### config.mk
export PLATFORM = sky130hd
export DESIGN_NAME = cpuTop
export DESIGN_NICKNAME = d
export VERILOG_FILES = /design/src/hdl/cpuPkg.sv /design/src/hdl/alu.sv /design/src/hdl/apbMaster.sv /design/src/hdl/controlFsm.sv /design/src/hdl/cpuDatapath.sv /design/src/hdl/cpuTop.sv /design/src/hdl/regFile.sv /design/src/hdl/shifter.sv
export SDC_FILE = /design/constraint.sdc
export NUM_CORES = 2
export LEC_CHECK = 0
export ABC_CLOCK_PERIOD_IN_PS = 11200
export BUFFER_PORTS_ARGS = -buffer_cell sky130_fd_sc_hd__buf_4
export CAP_MARGIN = 20
export CORE_MARGIN = 2
export CORE_UTILIZATION = 40
export CTS_BUF_LIST = sky130_fd_sc_hd__clkbuf_4 sky130_fd_sc_hd__clkbuf_8
export DETAILED_ROUTE_END_ITERATION = 7
export PLACE_DENSITY = 0.55
export REMOVE_ABC_BUFFERS = 1
export SYNTH_ARGS = -nofsm -noshare
export SYNTH_HDL_FRONTEND = slang
export SYNTH_HIERARCHICAL = 1
export SYNTH_SLANG_ARGS = --single-unit
### constraint.sdc
create_clock -name clk -period 11.2 [get_ports clk]
set_input_delay 2.24 -clock clk [delete_from_list [all_inputs] [get_ports clk]]
set_output_delay 2.24 -clock clk [all_outputs]
set_load 0.005 [all_outputs]
### src/hdl/cpuPkg.sv
`default_nettype none

package cpuPkg;

  localparam int DataWidth    = 32;
  localparam int RegAddrWidth = 5;
  localparam int NumRegs      = 32;

  localparam logic [DataWidth-1:0]    ResetPc = '0;
  localparam logic [RegAddrWidth-1:0] LinkReg = 5'd31;  // JAL destination

  typedef enum logic [5:0] {
    OP_RTYPE = 6'h00,
    OP_J     = 6'h02,
    OP_JAL   = 6'h03,
    OP_ADDI  = 6'h08,
    OP_SW    = 6'h2B
  } opcodeT;

  typedef enum logic [5:0] {
    FN_SLL   = 6'h00,
    FN_SRL   = 6'h02,
    FN_SRA   = 6'h03,
    FN_SLLV  = 6'h04,
    FN_SRAV  = 6'h07,
    FN_JR    = 6'h08,
    FN_BREAK = 6'h0D,  // Used as halt
    FN_ADD   = 6'h20,
    FN_SUB   = 6'h22,
    FN_AND   = 6'h24,
    FN_SLT   = 6'h2A
  } functT;

  typedef enum logic [2:0] {
    ST_FETCH,
    ST_DECODE,
    ST_EXEC,
    ST_WRITEBACK,
    ST_STORE,
    ST_HALT
  } stateT;

  typedef enum logic [2:0] {
    ALU_ADD,
    ALU_SUB,
    ALU_AND,
    ALU_SLT,
    ALU_PASSA
  } aluOpT;

  typedef enum logic [1:0] {SH_SLL, SH_SRL, SH_SRA} shiftOpT;

  typedef enum logic [1:0] {PC_PLUS4, PC_JUMP, PC_REGA} pcSrcT;

  typedef enum logic [1:0] {APB_IDLE, APB_SETUP, APB_ACCESS} apbStateT;

  typedef struct packed {
    logic    irWrite;
    logic    pcWrite;
    logic    regWrite;
    aluOpT   aluOp;
    shiftOpT shiftOp;
    logic    useShift;
    logic    shiftByReg;
    logic    srcBImm;     // I-format, immediate operand and rt destination
    pcSrcT   pcSrc;
    logic    linkWrite;
  } ctrlT;

  localparam ctrlT CtrlIdle = '{
    irWrite:    1'b0,
    pcWrite:    1'b0,
    regWrite:   1'b0,
    aluOp:      ALU_ADD,
    shiftOp:    SH_SLL,
    useShift:   1'b0,
    shiftByReg: 1'b0,
    srcBImm:    1'b0,
    pcSrc:      PC_PLUS4,
    linkWrite:  1'b0
  };

  typedef struct packed {
    opcodeT                  opcode;
    logic [RegAddrWidth-1:0] rs;
    logic [RegAddrWidth-1:0] rt;
    logic [RegAddrWidth-1:0] rd;
    logic [4:0]              shamt;
    functT                   funct;
  } instrFieldsT;

  typedef struct packed {
    logic                 psel;
    logic                 penable;
    logic                 pwrite;
    logic [DataWidth-1:0] paddr;
    logic [DataWidth-1:0] pwdata;
  } apbReqT;

  typedef struct packed {
    logic [DataWidth-1:0] prdata;
    logic                 pready;
  } apbRspT;

endpackage

`default_nettype wire

### src/hdl/alu.sv
`default_nettype none

module alu
  import cpuPkg::*;
(
  input  aluOpT                op,
  input  logic [DataWidth-1:0] a,
  input  logic [DataWidth-1:0] b,
  output logic [DataWidth-1:0] result
);

  logic lessThan;

  assign lessThan = $signed(a) < $signed(b);  // Signed compare for SLT

  always_comb begin
    case (op)
      ALU_ADD: result = a + b;
      ALU_SUB: result = a - b;
      ALU_AND: result = a & b;
      ALU_SLT: result = {{(DataWidth-1){1'b0}}, lessThan};
      ALU_PASSA: result = a;
      default: result = a;
    endcase
  end

endmodule

`default_nettype wire

### src/hdl/apbMaster.sv
`default_nettype none

module apbMaster
  import cpuPkg::*;
(
  input  logic                 clk,
  input  logic                 reset_in,
  input  logic                 busStart,
  input  logic                 busWrite,
  input  logic [DataWidth-1:0] busAddr,
  input  logic [DataWidth-1:0] busWData,
  input  apbRspT               apbIn,
  output apbReqT               apbOut,
  output logic                 busDone,
  output logic [DataWidth-1:0] readData
);

  apbStateT             state;
  logic [DataWidth-1:0] addrQ;
  logic [DataWidth-1:0] wdataQ;
  logic                 writeQ;

  always_ff @(posedge clk) begin
    if (reset_in) begin
      state <= APB_IDLE;
    end else begin
      case (state)
        APB_IDLE: if (busStart) state <= APB_SETUP;
        APB_SETUP: state <= APB_ACCESS;
        APB_ACCESS: if (apbIn.pready) state <= APB_IDLE;  // Wait states hold here
        default: state <= APB_IDLE;
      endcase
    end
  end

  // Request captured once per transfer
  always_ff @(posedge clk) begin
    if (state == APB_IDLE && busStart) begin
      addrQ <= busAddr;
      wdataQ <= busWData;
      writeQ <= busWrite;
    end
  end

  assign apbOut.psel = (state != APB_IDLE);
  assign apbOut.penable = (state == APB_ACCESS);
  assign apbOut.pwrite = writeQ;
  assign apbOut.paddr = addrQ;
  assign apbOut.pwdata = wdataQ;

  assign busDone = (state == APB_ACCESS) && apbIn.pready;
  assign readData = apbIn.prdata;

  assert property (@(posedge clk) disable iff (reset_in)
    apbOut.psel && !busDone |=> $stable(apbOut.paddr) && $stable(apbOut.pwrite)
                                && $stable(apbOut.pwdata));

endmodule

`default_nettype wire

### src/hdl/controlFsm.sv
`default_nettype none

module controlFsm
  import cpuPkg::*;
(
  input  logic        clk,
  input  logic        reset_in,
  input  instrFieldsT fields,
  input  logic        busDone,
  output ctrlT        ctrl,
  output logic        busStart,
  output logic        busWrite,
  output logic        halted
);

  stateT state;
  stateT nextState;
  logic  waiting;  // Transfer issued, busDone not seen yet
  ctrlT  exCtrl;

  // Operand and operation select for EXEC, WRITEBACK and STORE
  always_comb begin
    exCtrl = CtrlIdle;
    if (fields.opcode == OP_RTYPE) begin
      case (fields.funct)
        FN_SUB: exCtrl.aluOp = ALU_SUB;
        FN_AND: exCtrl.aluOp = ALU_AND;
        FN_SLT: exCtrl.aluOp = ALU_SLT;
        FN_SLL, FN_SLLV: begin
          exCtrl.useShift = 1'b1;
          exCtrl.shiftOp = SH_SLL;
        end
        FN_SRL: begin
          exCtrl.useShift = 1'b1;
          exCtrl.shiftOp = SH_SRL;
        end
        FN_SRA, FN_SRAV: begin
          exCtrl.useShift = 1'b1;
          exCtrl.shiftOp = SH_SRA;
        end
        default: exCtrl.aluOp = ALU_ADD;
      endcase
      exCtrl.shiftByReg = (fields.funct == FN_SLLV) || (fields.funct == FN_SRAV);
    end else begin
      exCtrl.srcBImm = 1'b1;  // ADDI and SW both add the immediate
    end
  end

  always_comb begin
    ctrl = CtrlIdle;
    busStart = 1'b0;
    busWrite = 1'b0;
    nextState = state;
    case (state)
      ST_FETCH: begin
        busStart = !waiting;
        if (busDone) begin
          ctrl.irWrite = 1'b1;
          ctrl.pcWrite = 1'b1;  // PC+4 through the ALU
          nextState = ST_DECODE;
        end
      end
      ST_DECODE: begin
        nextState = ST_FETCH;
        case (fields.opcode)
          OP_RTYPE: begin
            case (fields.funct)
              FN_JR: begin
                ctrl.pcWrite = 1'b1;
                ctrl.pcSrc = PC_REGA;
              end
              FN_BREAK: nextState = ST_HALT;
              FN_ADD, FN_SUB, FN_AND, FN_SLT,
              FN_SLL, FN_SRL, FN_SRA, FN_SLLV, FN_SRAV: nextState = ST_EXEC;
              default: nextState = ST_FETCH;  // Unknown funct is skipped
            endcase
          end
          OP_ADDI, OP_SW: nextState = ST_EXEC;
          OP_J: begin
            ctrl.pcWrite = 1'b1;
            ctrl.pcSrc = PC_JUMP;
          end
          OP_JAL: begin
            ctrl.pcWrite = 1'b1;
            ctrl.pcSrc = PC_JUMP;
            ctrl.regWrite = 1'b1;
            ctrl.linkWrite = 1'b1;
          end
          default: nextState = ST_FETCH;
        endcase
      end
      ST_EXEC: begin
        ctrl = exCtrl;
        nextState = (fields.opcode == OP_SW) ? ST_STORE : ST_WRITEBACK;
      end
      ST_WRITEBACK: begin
        ctrl = exCtrl;
        ctrl.regWrite = 1'b1;
        nextState = ST_FETCH;
      end
      ST_STORE: begin
        ctrl = exCtrl;  // Keeps the address on the bus
        busStart = !waiting;
        busWrite = 1'b1;
        if (busDone) begin
          nextState = ST_FETCH;
        end
      end
      ST_HALT: nextState = ST_HALT;
      default: nextState = ST_FETCH;
    endcase
  end

  always_ff @(posedge clk) begin
    if (reset_in) begin
      state <= ST_FETCH;
      waiting <= 1'b0;
    end else begin
      state <= nextState;
      if (busStart) begin
        waiting <= 1'b1;
      end else if (busDone) begin
        waiting <= 1'b0;
      end
    end
  end

  assign halted = (state == ST_HALT);

  // One transfer at a time across the bus master
  assert property (@(posedge clk) disable iff (reset_in)
    busStart |=> (!busStart throughout busDone[->1]));

  assert property (@(posedge clk) disable iff (reset_in)
    halted |-> !ctrl.regWrite && !busStart);

endmodule

`default_nettype wire

### src/hdl/cpuDatapath.sv
`default_nettype none

module cpuDatapath
  import cpuPkg::*;
(
  input  logic                 clk,
  input  logic                 reset_in,
  input  ctrlT                 ctrl,
  input  logic [DataWidth-1:0] readData,
  output instrFieldsT          fields,
  output logic [DataWidth-1:0] busAddr,
  output logic [DataWidth-1:0] busWData
);

  logic [DataWidth-1:0]    pc;
  logic [DataWidth-1:0]    ir;
  logic [DataWidth-1:0]    aReg;
  logic [DataWidth-1:0]    bReg;
  logic [DataWidth-1:0]    resultReg;
  logic [DataWidth-1:0]    rdataA;
  logic [DataWidth-1:0]    rdataB;
  logic [DataWidth-1:0]    immExt;
  logic [DataWidth-1:0]    jumpTarget;
  logic [DataWidth-1:0]    aluA;
  logic [DataWidth-1:0]    aluB;
  logic [DataWidth-1:0]    aluResult;
  logic [DataWidth-1:0]    shiftResult;
  logic [DataWidth-1:0]    nextPc;
  logic [DataWidth-1:0]    wdata;
  logic [RegAddrWidth-1:0] waddr;
  logic [4:0]              shiftAmount;
  logic                    stepPc;

  assign fields = instrFieldsT'(ir);
  assign immExt = {{16{ir[15]}}, ir[15:0]};
  assign jumpTarget = {pc[31:28], ir[25:0], 2'b00};  // PC already stepped

  // The ALU also does the PC increment
  assign stepPc = ctrl.pcWrite && (ctrl.pcSrc == PC_PLUS4);
  assign aluA = stepPc ? pc : aReg;

  always_comb begin
    if (stepPc) begin
      aluB = DataWidth'(4);
    end else if (ctrl.srcBImm) begin
      aluB = immExt;
    end else begin
      aluB = bReg;
    end
  end

  always_comb begin
    case (ctrl.pcSrc)
      PC_JUMP: nextPc = jumpTarget;
      PC_REGA: nextPc = rdataA;  // JR reads rs in DECODE
      default: nextPc = aluResult;
    endcase
  end

  assign shiftAmount = ctrl.shiftByReg ? aReg[4:0] : fields.shamt;

  assign waddr = ctrl.linkWrite ? LinkReg : (ctrl.srcBImm ? fields.rt : fields.rd);
  assign wdata = ctrl.linkWrite ? pc : resultReg;

  assign busAddr = ctrl.srcBImm ? resultReg : pc;
  assign busWData = bReg;

  always_ff @(posedge clk) begin
    if (reset_in) begin
      pc <= ResetPc;
    end else if (ctrl.pcWrite) begin
      pc <= nextPc;
    end
  end

  always_ff @(posedge clk) begin
    if (ctrl.irWrite) begin
      ir <= readData;
    end
    aReg <= rdataA;
    bReg <= rdataB;
    resultReg <= ctrl.useShift ? shiftResult : aluResult;
  end

  regFile regFile0 (
    .clk    (clk),
    .raddrA (fields.rs),
    .raddrB (fields.rt),
    .waddr  (waddr),
    .wdata  (wdata),
    .wen    (ctrl.regWrite),
    .rdataA (rdataA),
    .rdataB (rdataB)
  );

  alu alu0 (
    .op     (ctrl.aluOp),
    .a      (aluA),
    .b      (aluB),
    .result (aluResult)
  );

  shifter shifter0 (
    .op     (ctrl.shiftOp),
    .value  (bReg),
    .amount (shiftAmount),
    .result (shiftResult)
  );

  // Catches a JR to a misaligned register value too
  assert property (@(posedge clk) disable iff (reset_in) pc[1:0] == 2'b00);

endmodule

`default_nettype wire

### src/hdl/cpuTop.sv
`default_nettype none

module cpuTop
  import cpuPkg::*;
(
  input  logic   clk,
  input  logic   reset_in,
  input  apbRspT apbIn,
  output apbReqT apbOut,
  output logic   halted
);

  ctrlT                 ctrl;
  instrFieldsT          fields;
  logic                 busStart;
  logic                 busWrite;
  logic                 busDone;
  logic [DataWidth-1:0] busAddr;
  logic [DataWidth-1:0] busWData;
  logic [DataWidth-1:0] readData;

  controlFsm fsm0 (
    .clk      (clk),
    .reset_in (reset_in),
    .fields   (fields),
    .busDone  (busDone),
    .ctrl     (ctrl),
    .busStart (busStart),
    .busWrite (busWrite),
    .halted   (halted)
  );

  cpuDatapath datapath0 (
    .clk      (clk),
    .reset_in (reset_in),
    .ctrl     (ctrl),
    .readData (readData),
    .fields   (fields),
    .busAddr  (busAddr),
    .busWData (busWData)
  );

  apbMaster apbMaster0 (
    .clk      (clk),
    .reset_in (reset_in),
    .busStart (busStart),
    .busWrite (busWrite),
    .busAddr  (busAddr),
    .busWData (busWData),
    .apbIn    (apbIn),
    .apbOut   (apbOut),
    .busDone  (busDone),
    .readData (readData)
  );

endmodule

`default_nettype wire

### src/hdl/regFile.sv
`default_nettype none

module regFile
  import cpuPkg::*;
(
  input  logic                    clk,
  input  logic [RegAddrWidth-1:0] raddrA,
  input  logic [RegAddrWidth-1:0] raddrB,
  input  logic [RegAddrWidth-1:0] waddr,
  input  logic [DataWidth-1:0]    wdata,
  input  logic                    wen,
  output logic [DataWidth-1:0]    rdataA,
  output logic [DataWidth-1:0]    rdataB
);

  logic [DataWidth-1:0] regs [NumRegs];

  always_ff @(posedge clk) begin
    if (wen) begin
      regs[waddr] <= wdata;
    end
  end

  // Register zero reads zero whatever was written
  assign rdataA = (raddrA == '0) ? '0 : regs[raddrA];
  assign rdataB = (raddrB == '0) ? '0 : regs[raddrB];

endmodule

`default_nettype wire

### src/hdl/shifter.sv
`default_nettype none

module shifter
  import cpuPkg::*;
(
  input  shiftOpT              op,
  input  logic [DataWidth-1:0] value,
  input  logic [4:0]           amount,
  output logic [DataWidth-1:0] result
);

  always_comb begin
    case (op)
      SH_SLL: result = value << amount;
      SH_SRL: result = value >> amount;
      SH_SRA: result = $signed(value) >>> amount;  // Fills with the sign bit
      default: result = value;
    endcase
  end

endmodule

`default_nettype wire

==> implementation parameters <==
Parameter                              Value

Drt
  WL met2    around 110000 um
  Via density per instance    6.427
  Remaining antenna violation count after routing    0
  Routed metal-1 wire length    approximately 90000 um
  Highest routing layer actually used    met5
  Average detailed-routed wire length per instance    approximately 34 um
  DR vias    around 44k
  DRC viols    0
  Total Routed Length    232100 um
  Met3 wire length    around 21000 um
  Drt first pass iters    6
  Iteration-0 DRC Markers    around 5.7k

Timing
  Hold slack    approximately 0.49 ns
  Final critical path time including I/O delays and setup    roughly 7.9 ns
  Total of endpoints with negative setup slack in the final report    0
  Number of slew-limit violations in the final report    0
  Setup clock skew after layout    0.08118 ns
  Sum of negative setup slack    0 ns
  Worst-Margin Slew    approximately 1.3 ns
  Final worst slack    about 3.3 ns
  Peak Freq    between 100 and 150 MHz
  Unrepaired setup endpoints after global routing    false
  Worst slew slack as a fraction of its limit    0.1211
  Final Hold Viols    0
  Share of the clock period used by the worst path after layout    0.7033

GRT
  Global route overflow    0
  Overall fraction of global-route tracks in use    0.2730
  Via count of the first global-routing pass    roughly 43k
  Antenna violations before repair    8
  Maximum number of pins on one net before global-route repair    ~110
  First-pass GRT wire length    between 300000 and 400000 um

Setup path
  Crit start category    primary input
  Worst setup path start    apbIn[0]
  R2R Path Start    datapath0/fields[28]$_DFFE_PP_
  Crit path DAT    a little under 9 ns
  Critical path data required time    about 12 ns
  Worst-path fanout max    46
  Path type of the worst setup path    in -> reg
  Type of element capturing the critical path    flip-flop

Logic synthesis
  Combinational family with the most area after synthesis    multiplexers
  Primary flip-flop cell chosen by synthesis mapping    sky130_fd_sc_hd__edfxtp_1
  Adder-cell area share of the yosys netlist    0.01348
  Portion of the post-synthesis area used by sequential elements    0.5578
  EDFF count, synth    ~1.1k
  Top-count cell post-synth    sky130_fd_sc_hd__edfxtp_1
  Fraction of the mapped netlist area in simple logic gates    0.05755
  Synthesized instance count    around 4.5k
  Synth Area in XOR/XNOR    0.004974
  Yosys warnings    6
  Share of the synthesized area in compound gates (AO/OA/AOI/OAI)    0.09486
  Area fraction of the dominant cell type after synthesis    0.5166
  FFs w/ async S/R, synth    0
  Synth cell count leaders    1121 x sky130_fd_sc_hd__edfxtp_1, 434 x sky130_fd_sc_hd__mux4_2, 369 x sky130_fd_sc_hd__mux2i_1, 210 x sky130_fd_sc_hd__nor2_1, 208 x sky130_fd_sc_hd__nand2_1
  Avg Inst Size Synth    roughly 15 um^2
  Fraction of synthesized area in multiplexers    0.2328
  Post-synthesis cell type with the largest combined area    sky130_fd_sc_hd__edfxtp_1
  Netlist cell types    102
  Cell types occupying the most area after synthesis    sky130_fd_sc_hd__edfxtp_1 52%, sky130_fd_sc_hd__mux4_2 15%, sky130_fd_sc_hd__mux2i_1 5.7%
  Post-synthesis instance area    around 65000 um^2
  Register bit count reported by yosys    around 1.3k

Placed design
  Number of buffers added on ports    a little over 100
  Routability congestion estimate    around 1.0
  Worst setup slack after placement    ~2.5 ns
  Area after detailed placement    67870 um^2
  Placed Cells incl. Taps    around 6.5k
  Placed wire-length estimate after detailed placement    between 100000 and 150000 um

Final layout
  Utilization after layout    0.4442
  Area overhead of the layout relative to synthesis    10.59%
  Layout Nets    4595
  Total non-filler cell area in the finished layout    slightly above 70000 um^2
  Reg area    36340 um^2
  Number of non-filler instances in the completed layout    around 6.8k
  Fill cells    around 14k
  Combined area of the multi-input logic cells    26680 um^2
  Fraction of layout cells with a size suffix above 1    0.2662

Clocking
  Setup Fix Bufs, Post-CTS    0
  Post-cts sizing count    0
  TritonCTS Sinks    roughly 1.3k
  Hold-fix buffers at CTS    0
  Root buffer selected by CTS    sky130_fd_sc_hd__clkbuf_8
  Maximum level of the CTS H-tree    4
  Worst-path clk slew    0.06 ns
  Number of buffers created by CTS    between 200 and 250
  Buffers from clock root to sink, at most    3
  Clock latency at the later pin of the worst-skew pair    around 1 ns
  Clock tree from TritonCTS    yes

Floorplan
  Die H    approximately 410 um
  Initial standard-cell utilization of the core    0.4017
  IO Pins    between 100 and 150
  Chip width    roughly 410 um
  Total core area    roughly 160000 um^2
  Die Outline Area    about 170000 um^2
  Number of rows created at floorplan    ~150

Job
  Max-cap viol count    0

Status
  Outcome    completed

Pwr
  Total Power Consumption    ~11 mW
  Peak VDD IR    86.22 uV
  PwrDens    about 150 nW/um^2
  Pleak    between 20 and 25 nW

Worst hold path
  Hold crit path type    reg -> reg
  Hold Crit Start    fsm0/waiting$_SDFFE_PP0P_
[flip-flops by register name, summed over array words and instances (netlist names)]
signal and count:
datapath0/busWData 32, apbMaster0/addrQ 32, fsm0/state 3, datapath0/regFile0/regs 1024, apbMaster0/wdataQ 32, apbMaster0/writeQ 1
apbMaster0/state 2, datapath0/aReg 32, datapath0/fields 32, fsm0/waiting 1, datapath0/pc 32, datapath0/resultReg 32
[critical path, stage by stage]
cell,delay (ns)
sky130_fd_sc_hd__buf_4,0.08
sky130_fd_sc_hd__and2_1,0.17
sky130_fd_sc_hd__inv_1,0.08
sky130_fd_sc_hd__nor4_2,0.14
sky130_fd_sc_hd__buf_4,0.42
sky130_fd_sc_hd__or3_1,0.18
sky130_fd_sc_hd__buf_4,0.45
sky130_fd_sc_hd__and2_2,0.96
sky130_fd_sc_hd__buf_4,0.38
sky130_fd_sc_hd__nand2_1,0.08
sky130_fd_sc_hd__nand2_1,0.09
sky130_fd_sc_hd__inv_1,0.06
sky130_fd_sc_hd__ha_1,0.23
sky130_fd_sc_hd__fa_1,0.41
sky130_fd_sc_hd__nand2b_1,0.18
sky130_fd_sc_hd__a21oi_1,0.23
sky130_fd_sc_hd__o311ai_1,0.18
sky130_fd_sc_hd__a21o_1,0.25
sky130_fd_sc_hd__a31o_2,0.24
sky130_fd_sc_hd__a21oi_1,0.47
sky130_fd_sc_hd__a21oi_1,0.16
sky130_fd_sc_hd__xnor2_1,0.15
sky130_fd_sc_hd__a21oi_1,0.15
sky130_fd_sc_hd__o221ai_1,0.16
sky130_fd_sc_hd__nor2b_1,0.17
sky130_fd_sc_hd__a311oi_1,0.24
sky130_fd_sc_hd__nor3_1,0.08
[power breakdown]
part,switching (mW),internal [mW]
Clock,1.92,2.15
Combinational,0.918,0.452
Sequential,0.0803,5.41
[final cells by class]
cell class / count / area share
clock inverters: 110 / 0.01087
flip-flops and latches: 1255 / 0.5044
well taps: 2175 / 0.03777
inverters: 80 / 0.004202
repair buffers: 230 / 0.02608
multi-input cells: 2721 / 0.3702
clock buffers: 266 / 0.04621
diodes: 7 / 0.0002431
[metal layers]
metal,vias to the layer above,GRT usage
met5,-,0
met4,2,0.1431
met3,588,0.05427
met2,2545,0.4309
met1,22740,0.3571
li1,18110,-
[placed cells by master (no fill, tap or decap), types with 13 or more instances in the layout]
| master | instances |
|---|---|
| sky130_fd_sc_hd__xnor2_1 | 33 |
| sky130_fd_sc_hd__and3_1 | 16 |
| sky130_fd_sc_hd__o31ai_1 | 14 |
| sky130_fd_sc_hd__o22ai_1 | 92 |
| sky130_fd_sc_hd__a211oi_1 | 57 |
| sky130_fd_sc_hd__nor3_1 | 105 |
| sky130_fd_sc_hd__buf_4 | 219 |
| sky130_fd_sc_hd__o221ai_1 | 39 |
| sky130_fd_sc_hd__a21o_1 | 17 |
| sky130_fd_sc_hd__clkinv_2 | 35 |
| sky130_fd_sc_hd__a22oi_1 | 94 |
| sky130_fd_sc_hd__ha_1 | 67 |
| sky130_fd_sc_hd__o211ai_1 | 21 |
| sky130_fd_sc_hd__dfxtp_1 | 134 |
| sky130_fd_sc_hd__a31oi_1 | 21 |
| sky130_fd_sc_hd__o21a_1 | 13 |
| sky130_fd_sc_hd__a2111oi_0 | 33 |
| sky130_fd_sc_hd__nand2b_1 | 41 |
| sky130_fd_sc_hd__mux2i_1 | 369 |
| sky130_fd_sc_hd__a221oi_1 | 34 |
| sky130_fd_sc_hd__clkbuf_4 | 53 |
| sky130_fd_sc_hd__or3_1 | 14 |
| sky130_fd_sc_hd__mux4_2 | 434 |
| sky130_fd_sc_hd__a22o_1 | 68 |
| sky130_fd_sc_hd__edfxtp_1 | 1121 |
| sky130_fd_sc_hd__clkbuf_8 | 213 |
| sky130_fd_sc_hd__inv_1 | 76 |
| sky130_fd_sc_hd__nor2_4 | 34 |
| sky130_fd_sc_hd__a21oi_1 | 175 |
| sky130_fd_sc_hd__nor2_1 | 175 |
| sky130_fd_sc_hd__o21ai_0 | 83 |
| sky130_fd_sc_hd__o21ai_1 | 28 |
| sky130_fd_sc_hd__nand2_1 | 207 |
| sky130_fd_sc_hd__mux2_2 | 147 |
| sky130_fd_sc_hd__nor4_1 | 22 |
| sky130_fd_sc_hd__nand3_1 | 26 |
| sky130_fd_sc_hd__clkinv_1 | 51 |
| sky130_fd_sc_hd__nor2b_1 | 39 |
[worst paths after layout]
path | endpoint | slack [ns] | cells past startpoint
worst min register to register | fsm0/waiting$_SDFFE_PP0P_ | 0.49 | 2
worst max-delay path | datapath0/pc[28]$_SDFFE_PP0P_ | 3.32 | 27
worst max register to register | datapath0/pc[28]$_SDFFE_PP0P_ | 3.99 | 25
worst min-delay path | fsm0/waiting$_SDFFE_PP0P_ | 0.49 | 2
[logic make-up after synthesis]
group           Yosys count
simple gates            773
xor+xnor                 37
compound gates          887
buf+inv                 476
flops                  1255
mux                     954
other cells               1
fa+ha+maj                69
Power figures use the tool's default switching activity.
